===== config.mk =====
export PLATFORM = sky130hd
export DESIGN_NAME = valu_wb_regs
export DESIGN_NICKNAME = d
export VERILOG_FILES = /design/src/common/valu_pkg.sv /design/src/source/valu_wb_regs.sv
export SDC_FILE = /design/constraint.sdc
export NUM_CORES = 1
export LEC_CHECK = 0
export ABC_AREA = 1
export BUFFER_PORTS_ARGS = -buffer_cell sky130_fd_sc_hd__buf_2
export CELL_PAD_IN_SITES_DETAIL_PLACEMENT = 1
export CELL_PAD_IN_SITES_GLOBAL_PLACEMENT = 2
export CORE_MARGIN = 4
export CORE_UTILIZATION = 34
export CTS_BUF_LIST = sky130_fd_sc_hd__clkbuf_8
export DETAILED_ROUTE_END_ITERATION = 6
export GPL_TIMING_DRIVEN = 0
export PLACE_DENSITY = 0.84
export RECOVER_POWER = 25
export SKIP_CTS_REPAIR_TIMING = 1
export SYNTH_ARGS = -nofsm -noshare
export SYNTH_HDL_FRONTEND = slang
export SYNTH_SLANG_ARGS = --single-unit

===== constraint.sdc =====
create_clock -name clk -period 3.9 [get_ports clk]
set_input_delay 0.975 -clock clk [delete_from_list [all_inputs] [get_ports clk]]
set_output_delay 0.975 -clock clk [all_outputs]
set_load 0.02 [all_outputs]

===== src/common/valu_pkg.sv =====
/* Constants, enums and register map of the SIMD vector ALU
   Imported by the RTL modules and by the testbench model */
package valu_pkg;

    ////////////////////////////////////////////////////
    // Vector geometry
    ////////////////////////////////////////////////////
    localparam int VLEN       = 64;
    localparam int LLEN       = 32;
    localparam int LANES      = VLEN / LLEN;
    localparam int VLENB      = VLEN / 8;
    // Elements per lane at SEW8
    localparam int LANE_ELEMS = LLEN / 8;

    typedef enum logic [1:0] {
        EW8  = 2'd0,
        EW16 = 2'd1,
        EW32 = 2'd2
    } valu_sew_e;

    typedef enum logic [4:0] {
        VNOP     = 5'd0,
        VADD     = 5'd1,
        VSUB     = 5'd2,
        VAND     = 5'd3,
        VOR      = 5'd4,
        VXOR     = 5'd5,
        VMINU    = 5'd6,
        VMAX     = 5'd7,
        VMUL     = 5'd8,
        VWMULU   = 5'd9,
        VMSEQ    = 5'd10,
        VMSLTU   = 5'd11,
        VREDSUM  = 5'd12,
        VREDMAXU = 5'd13,
        VMV      = 5'd14
    } valu_op_e;

    ////////////////////////////////////////////////////
    // Register map, word address from adr[5:2]
    ////////////////////////////////////////////////////
    localparam logic [3:0] ADDR_OPA_LO   = 4'd0;
    localparam logic [3:0] ADDR_OPA_HI   = 4'd1;
    localparam logic [3:0] ADDR_OPB_LO   = 4'd2;
    localparam logic [3:0] ADDR_OPB_HI   = 4'd3;
    localparam logic [3:0] ADDR_CTRL     = 4'd4;
    localparam logic [3:0] ADDR_RES_MASK = 4'd5;
    localparam logic [3:0] ADDR_RES0     = 4'd6;
    localparam logic [3:0] ADDR_RES1     = 4'd7;
    localparam logic [3:0] ADDR_RES2     = 4'd8;
    localparam logic [3:0] ADDR_RES3     = 4'd9;

    // CTRL field positions
    localparam int CTRL_OP_LSB   = 0;
    localparam int CTRL_SEW_LSB  = 8;
    localparam int CTRL_VM_BIT   = 12;
    localparam int CTRL_MASK_LSB = 16;

endpackage


===== src/source/valu_wb_regs.sv =====
`timescale 1ns/1ps
/* Wishbone classic register bank of the vector ALU
   A CTRL write starts the core and its ack waits for done */
module valu_wb_regs (
    input  logic                            clk,
    input  logic                            reset_n,
    input  logic                            wb_cyc_i,
    input  logic                            wb_stb_i,
    input  logic                            wb_we_i,
    input  logic [5:0]                      wb_adr_i,
    input  logic [31:0]                     wb_dat_i,
    output logic [31:0]                     wb_dat_o,
    output logic                            wb_ack_o,
    output logic                            start_o,
    output valu_pkg::valu_op_e              op_o,
    output valu_pkg::valu_sew_e             sew_o,
    output logic                            vm_o,
    output logic [valu_pkg::VLENB-1:0]      mask_o,
    output logic [valu_pkg::VLEN-1:0]       op_a_o,
    output logic [valu_pkg::VLEN-1:0]       op_b_o,
    input  logic                            result_valid_i,
    input  logic                            result_upper_i,
    input  logic                            done_i,
    input  logic [valu_pkg::VLEN-1:0]       result_i,
    input  logic [valu_pkg::VLENB-1:0]      result_mask_i
);
    import valu_pkg::*;

    logic [VLEN-1:0]  op_a_q;
    logic [VLEN-1:0]  op_b_q;
    logic [31:0]      ctrl_q;
    logic [31:0]      ctrl_w;
    logic [VLEN-1:0]  res_lo_q;
    logic [VLEN-1:0]  res_hi_q;
    logic [VLENB-1:0] res_mask_q;
    logic [3:0]       word;
    logic             access;
    logic             new_acc;
    logic             ctrl_wr;
    logic             taken_q;
    logic             pending_q;

    assign access  = wb_cyc_i & wb_stb_i;
    // One access per stb assertion
    assign new_acc = access & ~taken_q;
    assign word    = wb_adr_i[5:2];
    assign ctrl_wr = new_acc & wb_we_i & (word == ADDR_CTRL);

    // Control fields straight from the bus in the start cycle
    assign ctrl_w  = ctrl_wr ? wb_dat_i : ctrl_q;
    assign start_o = ctrl_wr;
    assign op_o    = valu_op_e'(ctrl_w[CTRL_OP_LSB +: $bits(valu_op_e)]);
    assign sew_o   = valu_sew_e'(ctrl_w[CTRL_SEW_LSB +: $bits(valu_sew_e)]);
    assign vm_o    = ctrl_w[CTRL_VM_BIT];
    assign mask_o  = ctrl_w[CTRL_MASK_LSB +: VLENB];
    assign op_a_o  = op_a_q;
    assign op_b_o  = op_b_q;

    ////////////////////////////////////////////////////
    // Bus handshake
    ////////////////////////////////////////////////////
    always_ff @(posedge clk or negedge reset_n) begin
        if (!reset_n) begin
            taken_q   <= 1'b0;
            pending_q <= 1'b0;
            wb_ack_o  <= 1'b0;
        end else begin
            wb_ack_o <= new_acc & ~ctrl_wr;
            if (new_acc) begin
                taken_q <= 1'b1;
            end else if (!access) begin
                taken_q <= 1'b0;
            end
            if (ctrl_wr) begin
                pending_q <= 1'b1;
            end else if (pending_q && done_i) begin
                pending_q <= 1'b0;
                wb_ack_o  <= 1'b1;
            end
        end
    end

    ////////////////////////////////////////////////////
    // Register writes
    ////////////////////////////////////////////////////
    always_ff @(posedge clk) begin
        if (new_acc && wb_we_i) begin
            case (word)
                ADDR_OPA_LO: op_a_q[LLEN-1:0]    <= wb_dat_i;
                ADDR_OPA_HI: op_a_q[VLEN-1:LLEN] <= wb_dat_i;
                ADDR_OPB_LO: op_b_q[LLEN-1:0]    <= wb_dat_i;
                ADDR_OPB_HI: op_b_q[VLEN-1:LLEN] <= wb_dat_i;
                default:     ;
            endcase
        end
    end

    always_ff @(posedge clk or negedge reset_n) begin
        if (!reset_n) begin
            ctrl_q     <= {{(32-$bits(valu_op_e)){1'b0}}, VNOP};
            res_lo_q   <= '0;
            res_hi_q   <= '0;
            res_mask_q <= '0;
        end else begin
            if (ctrl_wr) begin
                ctrl_q <= wb_dat_i;
            end
            if (result_valid_i && result_upper_i) begin
                res_hi_q <= result_i;
            end else if (result_valid_i) begin
                res_lo_q <= result_i;
            end
            if (done_i) begin
                res_mask_q <= result_mask_i;
            end
        end
    end

    // Read data, held by the master until ack
    always_comb begin
        case (word)
            ADDR_OPA_LO:   wb_dat_o = op_a_q[LLEN-1:0];
            ADDR_OPA_HI:   wb_dat_o = op_a_q[VLEN-1:LLEN];
            ADDR_OPB_LO:   wb_dat_o = op_b_q[LLEN-1:0];
            ADDR_OPB_HI:   wb_dat_o = op_b_q[VLEN-1:LLEN];
            ADDR_CTRL:     wb_dat_o = ctrl_q;
            ADDR_RES_MASK: wb_dat_o = {{(32-VLENB){1'b0}}, res_mask_q};
            ADDR_RES0:     wb_dat_o = res_lo_q[LLEN-1:0];
            ADDR_RES1:     wb_dat_o = res_lo_q[VLEN-1:LLEN];
            ADDR_RES2:     wb_dat_o = res_hi_q[LLEN-1:0];
            ADDR_RES3:     wb_dat_o = res_hi_q[VLEN-1:LLEN];
            default:       wb_dat_o = '0;
        endcase
    end

endmodule


==> reports/results.tsv <==
stage	metric	value	unit
min_path	Worst Hold Class	reg -> reg	
finish	Area Overhead vs Synth	25.3	%
min_path	hold path depth	2	
timing	Slew @ Worst Pin	2670	ps
min_path	Hold Crit Endpoint	ctrl_q[30]$_DFFE_PN0P_	
power	P_leak	0.00808	uW
place	dpl ws	88.9	ps
global_route	first-pass GRT wire length	83800	um
synthesis	Cell variety after synth	19	
floorplan	Cell Rows	71	
clock_network	CTS Buf Count	52	
timing	period utilization	0.978	
place	Placer Congestion	0.866	
timing	skew final	17.5	ps
synthesis	Synth Cell Area	13100	um^2
finish	share of layout cells above drive strength 1	0.217	
timing	max-slew violations	98	
synthesis	syn avg cell area	9.12	um^2
critical_path	Crit Path Class	in -> out	
routing	total iterations of the first detailed-routing run	5	
critical_path	CP max-delay cell	clkbuf_1	
synthesis	sequential area share after synthesis	0.622	
clock_network	clk root buf	clkbuf_8	
global_route	vias in the first global route	12777	
critical_path	WP buf/inv	4	
min_path	HP Start	ctrl_q[30]$_DFFE_PN0P_	
critical_path	worst r2r dst	op_b_o[61]$_DFFE_PP_	
power	PD cells	448	nW/um^2
critical_path	CP top delay family	buffers and inverters	
critical_path	cells on worst reg2reg path	5	
synthesis	Ys Warns	0	
critical_path	CP Data Arrival Time	2840	ps
clock_network	Bufs on Longest Clock Path	3	
timing	min cycle time layout	3810	ps
routing	Total Wirelength	57900	um
floorplan	Die W	204	um
timing	fmax	262	MHz
timing	worst rel slew slack	-0.783	
finish	final core occ	0.433	
place	Port Buffers	292	
routing	Remaining DRCs	0	
critical_path	reg2reg start	taken_q$_DFFE_PN0P_	
critical_path	CP required	2920	ps
routing	Antenna Nets Post-Route	0	
global_route	antenna violations before repair	5	
timing	slack of the critical path	85.8	ps
clock_network	clock slew at reported path FFs	60	ps
critical_path	type of origin of the critical path	input pin	
critical_path	critical path peak fanout	10	
timing	Setup-failing EPs final	0	
clock_network	clock tree sinks	299	
critical_path	WP depth	9	
global_route	largest net degree at the start of global routing	99	
global_route	Global Route Usage Sum	0.271	
synthesis	post-synth top area share	0.328	
timing	worst hold slack	480	ps
critical_path	Worst path max stage delay	870	ps
floorplan	Die Y	204	um
floorplan	Top-Level Pins	296	
routing	detailed-route via count	12095	
routing	DR vias/cell	5.16	
run_status	status	finished, violations left	
place	DP HPWL	42600	um
synthesis	Mapped Nets	1549	
synthesis	top cells by area, synth	dfrtp_1, edfxtp_1, nand2_1	
power	Peak VDD IR	0.213	mV
critical_path	CP Cell Sequence	buf_2 -> inv_2 -> nor2_4 -> nand2_1 -> clkbuf_1 -> nor2_1 -> nor2_1 -> nand3_1 -> buf_2	
run_status	failing checks	capacitance limit, slew limit	
clock_network	worst-skew pair later-pin latency	610	ps
routing	DR WL/cell	24.7	um
timing	RSZ-0062 raised after global routing	false	
routing	DRT iter0 DRCs	950	
critical_path	CP Capture Type	primary output	
clock_network	H-tree levels	2	
critical_path	R2R setup slack	1420	ps
synthesis	post-synth top area cell	dfrtp_1	
timing	Fin. Hold Viols	0	
finish	fin nets	1902	
global_route	gr ovfl total	0	
floorplan	total core area	37800	um^2
synthesis	flops & latches, synth	299	
synthesis	cell count after synthesis	1431	
power	Total Power	7330	uW
job	max cap viols	1	
floorplan	initial core utilization	0.346	
clock_network	CTS tree	yes	
floorplan	DIE AREA	41600	um^2
==> metal layers <==
| metal | GRT usage | wire length [um] |
|---|---|---|
| met3 | 0.0479 | 3780 |
| met5 | 0 | 0 |
| met4 | 0.0763 | 1430 |
| met2 | 0.444 | 27500 |
| met1 | 0.374 | 25100 |
==> sequential cells by signal, indices dropped and copies added, names as in the netlist <==
| signal | cells |
|---|---|
| op_a_o | 64 |
| op_b_o | 64 |
| res_hi_q | 64 |
| res_lo_q | 64 |
| ctrl_q | 32 |
| res_mask_q | 8 |
| pending_q | 1 |
| taken_q | 1 |
| wb_ack_o | 1 |
==> where the power goes <==
group / leakage (uW) / switching [uW] / total, uW / internal [uW]
registers: 0.00330 / 137 / 3640 / 3510
clock network: 0.000601 / 1350 / 2850 / 1500
logic: 0.00418 / 602 / 839 / 237
==> cell type report <==
cell class,instances,area [um^2]
tap,511,639
fill,4552,21400
antenna,5,12.5
clock buffer,65,895
buffer,88,388
clock inverter,33,136
timing repair buffer,299,1590
sequential,299,8120
inverter,129,484
multi-input combinational,915,4100
==> synthesized netlist by cell type, drive strengths merged <==
cell type  number
nor3            2
nand3         287
inv           129
nor2          100
buf            38
o21ai         129
a21oi           1
edfxtp        128
nand3b          1
mux2            8
nand2         386
clkbuf         50
dfrtp         171
nand4           1
==> stage by stage <==
stage | instance area [um^2] | setup TNS [ps] | std cells
6_report | 16400 | 0 | 2344
2_1_floorplan | 13100 | 0 | 1431
4_1_cts | 16400 | 0 | 2339
5_1_grt | 16400 | 0 | 2344
3_5_place_dp | 15400 | 0 | 2241
3_3_place_gp | 15200 | -339180 | 2234
==> cells in the final DEF (no fill, tap or decap) <==
cell type,n
buf_12,2
nor2_2,5
clkbuf_2,1
nand4_2,1
buf_4,6
nor2_1,91
nor3_4,2
a21oi_1,1
buf_2,287
clkinvlp_4,2
clkbuf_8,65
inv_2,5
nand3b_1,1
buf_8,1
dfrtp_1,171
edfxtp_1,128
nand3_1,287
clkinv_1,7
o21ai_0,129
clkbuf_1,82
nand2_1,386
buf_16,4
diode_2,5
mux2_2,8
inv_1,144
buf_1,4
nor2_4,4
clkinv_2,4
==> worst min-delay path, stage by stage, from the launching register on <==
cell and delay [ps]:
dfrtp_1 340, nand2_1 60, nand2_1 50
==> how the worst max path moves through the flow <==
stage | slack [ps] | startpoint | to
floorplan | 610 | wb_adr_i[3] | op_b_o[0]$_DFFE_PP_
global route | 20 | wb_adr_i[2] | wb_dat_o[30]
finish | 90 | wb_adr_i[2] | wb_dat_o[17]
CTS | 110 | wb_adr_i[2] | wb_dat_o[29]
detailed placement | 90 | wb_adr_i[2] | wb_dat_o[29]
global placement | -1760 | wb_adr_i[3] | op_b_o[29]$_DFFE_PP_
==> cell families after synthesis <==
| group | Yosys count | synth area share |
|---|---|---|
| AOI/OAI and AO/OA | 130 | 0.0498 |
| buffers and inverters | 217 | 0.0668 |
| DFF | 299 | 0.622 |
| muxes | 8 | 0.00690 |
| and+or+nand+nor | 777 | 0.254 |
Power figures use the tool's default switching activity.
